$ cat src/logic/rx_stats_consts.svh
// ************************************************************
// widths and APB register offsets of the rx frame statistics
// block. include in any file that needs a width or an offset.
// ************************************************************
`ifndef RX_STATS_CONSTS_SVH
`define RX_STATS_CONSTS_SVH

// stream widths.
`define RX_DATA_W 64 // tdata width, bits (data itself is not kept).
`define RX_STRB_W 8 // one strobe bit per data byte.

// counter and register width.
`define RX_CNT_W 32

// APB byte offsets.
`define REG_FRAMES 8'h00 // frames received, read only.
`define REG_LAST_BYTES 8'h04 // byte count of the last frame.
`define REG_LAST_BEATS 8'h08 // beat count of the last frame.
`define REG_ERR_FRAMES 8'h0C // frames with bad strobe or tuser.
`define REG_CTRL 8'h10 // bit 0 clears both frame counters.

`endif

$ cat src/logic/rx_stats_pkg.sv
// ************************************************************
// shared types of the rx frame statistics block. modules pull
// these in with a wildcard import in their header.
// ************************************************************
`include "rx_stats_consts.svh"

package rx_stats_pkg;

	// receive fsm states.
	typedef enum logic [1:0] {
		FRAME_IDLE = 2'd0, // one dead cycle before accepting data.
		FRAME_DATA = 2'd1, // tready high, beats are counted.
		FRAME_DONE = 2'd2 // result presented to the register block.
	} frame_state_t;

	// register picked by an APB address.
	typedef enum logic [2:0] {
		SEL_FRAMES = 3'd0,
		SEL_LAST_BYTES = 3'd1,
		SEL_LAST_BEATS = 3'd2,
		SEL_ERR_FRAMES = 3'd3,
		SEL_CTRL = 3'd4,
		REG_NONE = 3'd7 // unmapped offset.
	} reg_sel_t;

	typedef logic [`RX_CNT_W-1:0] stat_cnt_t; // counters and registers.

endpackage

$ cat src/logic/frame_result_if.sv
// ************************************************************
// result of one finished frame, passed from the frame counter
// to the register block. done is a one-cycle pulse.
// ************************************************************
interface frame_result_if
	import rx_stats_pkg::*;
	();

	logic done; // one cycle per finished frame.
	stat_cnt_t byte_cnt; // valid with done.
	stat_cnt_t beat_cnt; // valid with done.
	logic bad; // illegal strobe or tuser seen in the frame.

	modport source (output done, output byte_cnt, output beat_cnt, output bad);

	modport sink (input done, input byte_cnt, input beat_cnt, input bad);

endinterface

$ cat src/logic/rx_frame_counter.sv
// ************************************************************
// receive side of the MAC stream. drives tready from the fsm,
// checks each strobe and counts bytes and beats per frame.
// the finished frame goes out as a done pulse on result.
// ************************************************************
`include "rx_stats_consts.svh"

module rx_frame_counter
	import rx_stats_pkg::*;
	(
	input logic rx_mac_aclk, // rx clock.
	input logic reset_, // sync, active low.
	input logic tvalid, // beat valid from the MAC.
	input logic tlast, // last beat of the frame.
	input logic tuser, // MAC error flag.
	input logic [`RX_STRB_W-1:0] tstrb, // byte enables.
	output logic tready, // we accept beats in FRAME_DATA only.
	frame_result_if.source result // finished frame out.
	);

	frame_state_t state; // receive fsm.
	stat_cnt_t byte_cnt; // bytes so far in this frame.
	stat_cnt_t beat_cnt; // beats so far in this frame.
	logic bad; // sticky error for this frame.

	logic xfer; // a beat moves this cycle.
	logic [`RX_STRB_W-1:0] strb_inc; // tstrb + 1, for the mask check.
	logic strb_mask; // strobe is a nonzero run of low ones.
	logic strb_ok; // strobe legal for this beat.
	stat_cnt_t beat_bytes; // bytes this beat adds.

	assign tready = (state == FRAME_DATA);
	assign xfer = tvalid & tready;

	// a run of low ones turns into a single carry when one is added.
	assign strb_inc = tstrb + {{(`RX_STRB_W-1){1'b0}}, 1'b1};
	assign strb_mask = (tstrb != '0) && ((tstrb & strb_inc) == '0);

	// full strobe mid frame, any low run on the last beat.
	assign strb_ok = tlast ? strb_mask : (&tstrb);

	always_comb
	begin
		if (strb_ok)
			beat_bytes = stat_cnt_t'($countones(tstrb)); // n low bits set is n bytes.
		else
			beat_bytes = '0; // illegal strobe adds nothing.
	end

	// frame fsm and per-frame counts.
	always_ff @(posedge rx_mac_aclk)
	begin
		if (!reset_)
		begin
			state <= FRAME_IDLE;
			byte_cnt <= '0;
			beat_cnt <= '0;
			bad <= 1'b0;
		end
		else
		begin
			case (state)
				FRAME_IDLE:
				begin
					state <= FRAME_DATA; // open for the next frame.
				end
				FRAME_DATA:
				begin
					if (xfer) // stalls leave counts alone.
					begin
						byte_cnt <= byte_cnt + beat_bytes;
						beat_cnt <= beat_cnt + 1'b1;
						bad <= bad | ~strb_ok | tuser;
						if (tlast)
							state <= FRAME_DONE; // tready drops next cycle.
					end
				end
				FRAME_DONE:
				begin
					state <= FRAME_IDLE;
					byte_cnt <= '0; // result was taken this cycle.
					beat_cnt <= '0;
					bad <= 1'b0;
				end
				default:
				begin
					state <= FRAME_IDLE;
				end
			endcase
		end
	end

	// result is valid for the one FRAME_DONE cycle.
	assign result.done = (state == FRAME_DONE);
	assign result.byte_cnt = byte_cnt;
	assign result.beat_cnt = beat_cnt;
	assign result.bad = bad;

endmodule

$ cat src/logic/rx_stats_regs.sv
// ************************************************************
// APB3 slave with the frame statistics registers. takes each
// frame result on the edge after done. no wait states.
// writes go to the control register only.
// ************************************************************
`include "rx_stats_consts.svh"

module rx_stats_regs
	import rx_stats_pkg::*;
	(
	input logic rx_mac_aclk, // rx clock, also the APB clock.
	input logic reset_, // sync, active low.
	frame_result_if.sink result, // from the frame counter.
	input logic psel, // APB select.
	input logic penable, // APB access phase.
	input logic pwrite, // 1 write, 0 read.
	input logic [7:0] paddr, // byte offset.
	input stat_cnt_t pwdata, // write data, bit 0 used.
	output stat_cnt_t prdata, // read data, access phase only.
	output logic pready, // always ready in access.
	output logic pslverr // bad offset or illegal write.
	);

	stat_cnt_t frame_cnt; // frames received.
	stat_cnt_t err_cnt; // frames marked bad.
	stat_cnt_t last_bytes; // bytes of the last frame.
	stat_cnt_t last_beats; // beats of the last frame.

	reg_sel_t sel; // decoded paddr.
	logic access; // APB access phase.
	logic clear; // clear write to the control register.
	stat_cnt_t frame_base; // frame count after a clear.
	stat_cnt_t err_base; // error count after a clear.

	// address decode.
	always_comb
	begin
		case (paddr)
			`REG_FRAMES: sel = SEL_FRAMES;
			`REG_LAST_BYTES: sel = SEL_LAST_BYTES;
			`REG_LAST_BEATS: sel = SEL_LAST_BEATS;
			`REG_ERR_FRAMES: sel = SEL_ERR_FRAMES;
			`REG_CTRL: sel = SEL_CTRL;
			default: sel = REG_NONE;
		endcase
	end

	assign access = psel & penable;
	assign pready = access;
	assign pslverr = access && ((sel == REG_NONE) || (pwrite && (sel != SEL_CTRL)));
	assign clear = access && pwrite && (sel == SEL_CTRL) && pwdata[0];

	// a clear and a done in one cycle leave the new frame counted.
	assign frame_base = clear ? '0 : frame_cnt;
	assign err_base = clear ? '0 : err_cnt;

	always_ff @(posedge rx_mac_aclk)
	begin
		if (!reset_)
		begin
			frame_cnt <= '0;
			err_cnt <= '0;
			last_bytes <= '0;
			last_beats <= '0;
		end
		else
		begin
			frame_cnt <= frame_base + stat_cnt_t'(result.done);
			err_cnt <= err_base + stat_cnt_t'(result.done & result.bad);
			if (result.done) // latch the finished frame.
			begin
				last_bytes <= result.byte_cnt;
				last_beats <= result.beat_cnt;
			end
		end
	end

	// read mux, zero outside a read access.
	always_comb
	begin
		prdata = '0;
		if (access && !pwrite)
		begin
			case (sel)
				SEL_FRAMES: prdata = frame_cnt;
				SEL_LAST_BYTES: prdata = last_bytes;
				SEL_LAST_BEATS: prdata = last_beats;
				SEL_ERR_FRAMES: prdata = err_cnt;
				default: prdata = '0; // control reads as zero.
			endcase
		end
	end

endmodule

$ cat src/logic/rx_stats_top.sv
// ************************************************************
// rx frame statistics top level. MAC receive stream in, APB3
// slave for the host. frame results are readable two cycles
// after the tlast beat transfers.
// ************************************************************
`include "rx_stats_consts.svh"

module rx_stats_top (
	input logic rx_mac_aclk, // rx clock.
	input logic reset_, // sync, active low.

	// MAC receive stream.
	input logic rx_axis_mac_tvalid, // beat valid.
	input logic rx_axis_mac_tlast, // last beat of frame.
	input logic rx_axis_mac_tuser, // MAC error flag.
	input logic [`RX_STRB_W-1:0] rx_axis_mac_tstrb, // byte enables.
	output logic rx_axis_mac_tready, // beat accepted.

	// host APB3.
	input logic psel,
	input logic penable,
	input logic pwrite,
	input logic [7:0] paddr, // byte offset.
	input logic [`RX_CNT_W-1:0] pwdata,
	output logic [`RX_CNT_W-1:0] prdata,
	output logic pready,
	output logic pslverr
	);

	frame_result_if u_result (); // one frame result per done.

	rx_frame_counter u_frame_counter (
		.rx_mac_aclk (rx_mac_aclk),
		.reset_ (reset_),
		.tvalid (rx_axis_mac_tvalid),
		.tlast (rx_axis_mac_tlast),
		.tuser (rx_axis_mac_tuser),
		.tstrb (rx_axis_mac_tstrb),
		.tready (rx_axis_mac_tready),
		.result (u_result.source)
	);

	rx_stats_regs u_stats_regs (
		.rx_mac_aclk (rx_mac_aclk),
		.reset_ (reset_),
		.result (u_result.sink),
		.psel (psel),
		.penable (penable),
		.pwrite (pwrite),
		.paddr (paddr),
		.pwdata (pwdata),
		.prdata (prdata),
		.pready (pready),
		.pslverr (pslverr)
	);

endmodule

$ cat config.mk
export PLATFORM = sky130hd
export DESIGN_NAME = rx_stats_top
export DESIGN_NICKNAME = d
export VERILOG_FILES = /design/src/logic/rx_stats_pkg.sv /design/src/logic/frame_result_if.sv /design/src/logic/rx_frame_counter.sv /design/src/logic/rx_stats_regs.sv /design/src/logic/rx_stats_top.sv
export VERILOG_INCLUDE_DIRS = /design/src /design/src/logic
export SDC_FILE = /design/constraint.sdc
export NUM_CORES = 1
export LEC_CHECK = 0
export ABC_AREA = 1
export CORE_ASPECT_RATIO = 1.75
export CORE_MARGIN = 1.5
export CORE_UTILIZATION = 50
export DETAILED_ROUTE_END_ITERATION = 12
export DONT_BUFFER_PORTS = 1
export GPL_ROUTABILITY_DRIVEN = 1
export PLACE_DENSITY = 0.68
export SLEW_MARGIN = 10
export SYNTH_ARGS = -nofsm -noshare
export SYNTH_HDL_FRONTEND = slang
export SYNTH_HIERARCHICAL = 1
export SYNTH_SLANG_ARGS = --single-unit
$ cat constraint.sdc
create_clock -name rx_mac_aclk -period 3.8 [get_ports rx_mac_aclk]
set_clock_uncertainty 0.2 [all_clocks]
set_input_delay 0.38 -clock rx_mac_aclk [delete_from_list [all_inputs] [get_ports rx_mac_aclk]]
set_output_delay 0.38 -clock rx_mac_aclk [all_outputs]
set_load 0.05 [all_outputs]
==> results_dict.tcl, run 1 <==
set metrics [dict create \
    status "finished clean" \
    gp_congestion 0.944 \
    tritoncts "built" \
    cts.htree.levels 4 \
    critPathKind "input port to flop" \
    drtAntennaViolNets 0 \
    synth_area_per_cell_sq_um 6.36 \
    synth_edf_count 0 \
    finalHoldViolations 0 \
    grt_max_degree 116 \
    die_x_microns 115 \
    die_h_microns 199 \
    first_pass_iters 6 \
    post_drt_wl_per_cell_microns 15.5 \
    crit_path_end_kind "flop" \
    clkLatencyLatePin_ns 0.44 \
    drc 0 \
    overflow 0 \
    max-slew-margin-rel_pct 20.4 \
    cts_sinks 195 \
    yosys-top-cells-area "dfxtp_1, nand2_1, nor2_1, a21oi_1, inv_1" \
    hp-class "input port to flop" \
    grt_pass1_vias 9884 \
    cts-buffers-inserted 17 \
    port-buffer-count 0 \
    cp_max_fo 5 \
    setup_violations 0 \
    ys_warn_count 6 \
    min_period_ns 3.72 \
    yosysTopAreaCellShare_pct 35.7 \
    worst_pin_slew_ns 1.19 \
    boundaryPins 91 \
    max_freq_mhz 269 \
    antenna_found_initial 0 \
    start_util_pct 50.8 \
    seq_area_frac_synth_pct 35.7 \
    clk_pin_slew_worst_paths_ns 0.06 \
    dp_cells 2003 \
    ir_drop_v 0.000296 \
    syn_area_sq_mm 0.0109 \
    fin_cells 2040 \
    synth_ff_type "dfxtp_1" \
    synth_cell_types 44 \
    track_usage_pct 28.3 \
    rsz0062_at_grt "yes" \
    drive_above_1_share_pct 9.10 \
    power_density_mw_per_mm2 346 \
    wirelength_microns 31500 \
    place_hpwl_microns 23600 \
    synth_seq_cells 195 \
    syn_to_final_growth_pct 11.7 \
    drv_cap 0 \
    layout_commonest_cell "nand2_1" \
    dieArea_sq_mm 0.0228 \
    diodes 0 \
    async_flop_share_pct 0 \
    design.core.area_sq_mm 0.0215 \
    syn_nets 1794 \
    cts_root_buffer "clkbuf_16" \
    num_vias 10900 \
    drt-initial-drc-count 769 \
    grt_first_pass_wirelength_microns 50000 \
    crit_required_ns 3.93 \
    cts_buffer_depth 2 \
    start_kind "input port" \
    power.static_leakage_uw 0.00471 \
    cp.arrival_ns 3.86 \
    p_total_uw 4230 \
    finalMaxSlewViolations 0 \
    nets 1812 \
    synth_top_area_cell "dfxtp_1" \
    syn_inst 1718 \
    period_share_pct 98.0 \
    layout_common_cells "nand2_1, nor2_1, inv_1" \
    rows 71 \
    viasPerCell 5.33 \
]
## report_power, final
group	internal (uW)	switching, uW
Combinational	74.5	141
Sequential	2060	12.7
Clock	1150	780
Total	3290	934
## state kept, by name, summed over array words and instances (netlist names)
| register | flops |
|---|---|
| u_frame_counter/result.beat_cnt | 32 |
| u_frame_counter/result.byte_cnt | 32 |
| u_stats_regs/err_cnt | 32 |
| u_stats_regs/frame_cnt | 32 |
| u_stats_regs/last_beats | 32 |
| u_stats_regs/last_bytes | 32 |
| u_frame_counter/state | 2 |
| u_frame_counter/result.bad | 1 |
## critical path, cell delays in order
cell     delay (ns)
inv_8          0.01
fa_1           0.56
fa_1           0.43
fa_1           0.49
inv_1          0.04
ha_2           0.17
fa_2           0.33
xnor2_1        0.14
nor2_1         0.06
ha_1           0.35
nand2_1        0.07
nor2_1         0.08
nand2_1        0.09
nand3_4        0.12
nand4_4        0.15
nor2_4         0.17
nand3_1        0.08
nand2_1        0.06
nor2_1         0.04
## stage by stage
| step | hold slack [ns] | util [%] | worst slack [ns] | setup TNS (ns) | cell area, sq um |
|---|---|---|---|---|---|
| 2_1_floorplan | 0.220 | - | -0.223 | -3.42 | 10900 |
| 3_3_place_gp | 0.231 | 53.3 | -0.393 | -8.57 | 11500 |
| 3_5_place_dp | 0.233 | 53.3 | -0.431 | -10.49 | 11500 |
| 4_1_cts | 0.00915 | 56.5 | 0.0187 | 0 | 12100 |
| 5_1_grt | 0.0391 | 56.7 | -0.0957 | -0.663 | 12200 |
| 6_report | 0.0190 | 56.7 | 0.0764 | 0 | 12200 |
## kinds of logic after synthesis
kind of cell / after synthesis / share of synthesized area (%)
adder cells (fa/ha/maj): 20 / 2.64
XOR/XNOR: 4 / 0.321
flip-flops: 195 / 35.7
buffers and inverters: 278 / 10.2
AO/OA/AOI/OAI: 352 / 16.6
AND/OR/NAND/NOR: 869 / 34.5
## timing repair
item / in CTS / in global routing
gates resized for setup: 0 / 11
hold endpoints to repair: 109 / 0
buffers inserted: 0 / 2
hold buffers: 4 / 0
endpoints found under the setup margin: 0 / 28
## Yosys cell counts (4+ instances only)
master and n:
nor2_4 12, inv_1 209, o21ai_0 134, nor3_1 8, nor2_2 15, inv_2 5, nor2_1 301, clkbuf_1 42
ha_1 15, buf_2 9, nand2_1 354, nand4_1 23, buf_4 6, a211oi_1 4, a21oi_1 191, fa_1 5
nand3_1 123, nand2_2 6, o22ai_1 12, dfxtp_1 195, or2_1 6
## layer usage
layer	track usage (%)	wire length, microns
met5	0	0
met4	20.4	2360
met3	5.33	1370
met2	47.5	15100
met1	31.9	12700
## final timing paths
kind                                                             from                                          endpoint  slack, ns  cells past startpoint
worst max-delay path                             rx_axis_mac_tstrb[0]  u_frame_counter/result.byte_cnt[19]$_SDFFE_PN0P_       0.08                     19
worst min-delay path                               rx_axis_mac_tvalid   u_frame_counter/result.beat_cnt[1]$_SDFFE_PN0P_       0.02                      4
worst max register to register  u_frame_counter/state[1]$_SDFFE_PN0P_               u_stats_regs/err_cnt[16]$_SDFF_PN0_       1.02                     13
worst min register to register  u_frame_counter/state[1]$_SDFFE_PN0P_             u_frame_counter/state[1]$_SDFFE_PN0P_       0.24                      1
## layout make-up
cell class,instances,area [sq um]
sequential,195,3900
clock inverter,8,150
timing repair buffer,62,505
multi-input combinational,1245,5970
tap,292,365
inverter,215,823
clock buffer,23,478
fill,2213,9300
Note: power is estimated with default switching activity, not from simulation.
==> run 2: changes to the inputs <==
GPL_ROUTABILITY_DRIVEN = not set   (was 1)
SYNTH_HIERARCHICAL = not set   (was 1)
==> results_dict.tcl, run 2 <==
set metrics [dict create \
    worst_pin_slew_ns 0.890 \
    crit_path_end_kind "flop" \
    layout_common_cells "nand2_1, nor2_1, inv_1" \
    synth_seq_cells 195 \
    max_freq_mhz 277 \
    place_hpwl_microns 28300 \
    cts-buffers-inserted 17 \
    dp_cells 2183 \
    crit_path_end "u_frame_counter.result.byte_cnt[15]$_SDFFE_PN0P_" \
    async_flop_share_pct 0 \
    cpPeakStageDelay_ns 0.50 \
    tritoncts "built" \
    gp_congestion 0.990 \
    use_met3_pct 5.10 \
    hold_start "rx_axis_mac_tvalid" \
    yosysTopAreaCellShare_pct 33.3 \
    period_share_pct 94.9 \
    finalHoldViolations 0 \
    grt_max_degree 94 \
    boundaryPins 91 \
    grt_pass1_vias 11700 \
    rrSetupSlack_ns 0.74 \
    syn_area_sq_mm 0.0117 \
    synth_cell_types 49 \
    yosys-top-cells-count "nand2_1, nor2_1, inv_1" \
    max-slew-margin-rel_pct 40.6 \
    synth_top_area_cell "dfxtp_1" \
    synth-simple-area-share_pct 34.8 \
    synth_edf_count 0 \
    nets 1988 \
    cp.arrival_ns 3.71 \
    synth_area_per_cell_sq_um 6.18 \
    worstReg2RegStart "u_frame_counter.state[1]$_SDFFE_PN0P_" \
    drt-initial-drc-count 652 \
    synth-xor-area-share_pct 0.897 \
    cp_common_cell "inv_1" \
    overflow 0 \
    synth_ff_type "dfxtp_1" \
    syn_inst 1896 \
    clkLatencyLatePin_ns 0.46 \
    cts.htree.levels 4 \
    start_kind "input port" \
    reg2reg_to "u_stats_regs.err_cnt[20]$_SDFF_PN0_" \
    design.core.area_sq_mm 0.0228 \
    cp_max_fo 6 \
    place_ws_ns -0.263 \
    synth_fa_ha_area_share_pct 3.03 \
    reg2regPathDepth 15 \
    synth_top_family_by_area "simple AND/OR/NAND/NOR gates" \
    finalCoreUtilization_pct 56.8 \
    drive_above_1_share_pct 7.61 \
    grt_first_pass_wirelength_microns 60000 \
    cts_sinks 195 \
    rows 73 \
    met2_usage_pct 56.7 \
    setup_violations 0 \
    wirelength_microns 37800 \
    dieArea_sq_mm 0.0244 \
    syn_to_final_growth_pct 10.7 \
    top_usage_layer "met2" \
    track_usage_pct 31.8 \
    synth.most_common_cell "nand2_1" \
    yosys-top-cells-area "dfxtp_1, nand2_1, nor2_1, inv_1, a21oi_1" \
    crit_chain "inv_1, ha_1, inv_1, fa_2, fa_1, inv_1, ha_1, inv_1, fa_1, nor2_1, ha_2, a21oi_2, nand2_2, nand2_1, a21oi_1, buf_4, xnor2_1, nor2_1, nand2_1, a21oi_1" \
    synthMuxAreaShare_pct 0 \
    grt_use_met1_pct 31.4 \
    drtAntennaViolNets 0 \
    drc 0 \
    fin_cells 2218 \
    cp-startpoint "rx_axis_mac_tstrb[3]" \
    ys_warn_count 0 \
    final_area_sq_mm 0.0130 \
    clk_pin_slew_worst_paths_ns 0.08 \
    critPathKind "input port to flop" \
    crit_required_ns 3.90 \
    cts_root_buffer "clkbuf_16" \
    cts_buffer_depth 2 \
    diodes 0 \
    viasPerCell 5.45 \
    die_h_microns 205 \
    finalMaxSlewViolations 0 \
    die_x_microns 119 \
    drv_cap 0 \
    rsz0062_at_grt "no" \
    power.static_leakage_uw 0.00483 \
    ir_drop_v 0.000269 \
    postCtsSetupRepairBufs 0 \
    critPathSlowestCell "fa_1" \
    crit_family "adder cells" \
    first_pass_iters 5 \
    seq_area_frac_synth_pct 33.3 \
    hp-class "input port to flop" \
    post_drt_wl_per_cell_microns 17.0 \
    synth-compound-area-share_pct 15.5 \
    status "finished clean" \
    port-buffer-count 0 \
    layout_commonest_cell "nand2_1" \
    start_util_pct 51.3 \
    min_period_ns 3.61 \
    layout_setup_ws_ns 0.193 \
    fin_setup_tns_ns 0 \
    antenna_found_initial 0 \
    cp.depth 20 \
    syn_nets 1978 \
    power_density_mw_per_mm2 328 \
    dpl_cell_area_sq_mm 0.0123 \
    crit_buf_inv 5 \
    num_vias 12100 \
]
[run 2: cell types whose count changed after synthesis, sizes merged, moves of 11 or more]
cell / delta
inv: +79
nand4: +12
nor3: +26
nand3: +41
o22ai: -11
a21oi: -29
o21ai: +28
[run 2: stage by stage]
step	hold WS, ns	total power (uW)
floorplan	0.217	2260
global placement	0.236	2300
detailed placement	0.237	2310
CTS	0.00797	4260
global route	0.0445	4380
finish	0.0274	4250
[run 2: logic make-up after synthesis]
kind of cell               after synthesis
AOI/OAI and AO/OA                      351
xor gates and xnor gates                12
adders and majority gates               26
buffers and inverters                  370
DFF                                    195
and+or+nand+nor                        942
[run 2: how the worst min path moves through the flow]
stage,endpoint,depth (start not counted)
2_1_floorplan,u_frame_counter.result.beat_cnt[31]$_SDFFE_PN0P_,1
3_3_place_gp,u_frame_counter.result.beat_cnt[31]$_SDFFE_PN0P_,1
3_5_place_dp,u_frame_counter.result.beat_cnt[31]$_SDFFE_PN0P_,1
4_1_cts,u_frame_counter.state[0]$_SDFFE_PN0P_,3
5_1_grt,u_frame_counter.state[0]$_SDFFE_PN0P_,3
6_report,u_frame_counter.state[0]$_SDFFE_PN0P_,3
[run 2: area by class of cell]
class | instances | area [sq um]
Clock buffer | 19 | 443
Timing Repair Buffer | 67 | 556
Multi-Input combinational cell | 1331 | 6400
Clock inverter | 12 | 180
Sequential cell | 195 | 3900
Tap cell | 300 | 375
Inverter | 294 | 1100
Fill cell | 2319 | 9870
[run 2: power breakdown]
part           switching [uW]  internal [uW]  total [uW]
registers                13.6           2060        2080
logic                     145           61.5         207
clock network             844           1120        1960
total                    1000           3240        4250
[run 2: worst reg2reg max path: cells and delay by family, from the launching register on]
kind	cells	cell delay [ns]
fa+ha+maj	2	0.58
buf+inv	3	0.20
flops	1	0.33
simple gates	10	1.65
[run 2: metal layers]
| layer | vias up | part of all wire, % |
|---|---|---|
| met5 | - | 0 |
| met4 | 0 | 9.6 |
| met3 | 147 | 4.7 |
| met2 | 364 | 50 |
| met1 | 5509 | 36 |
| li1 | 6079 | - |
[run 2: repair_timing]
item                                   CTS  global route
resized for setup                        0             2
setup endpoints to repair                0             5
hold buffers                             4             0
endpoints found under the hold margin   91             0
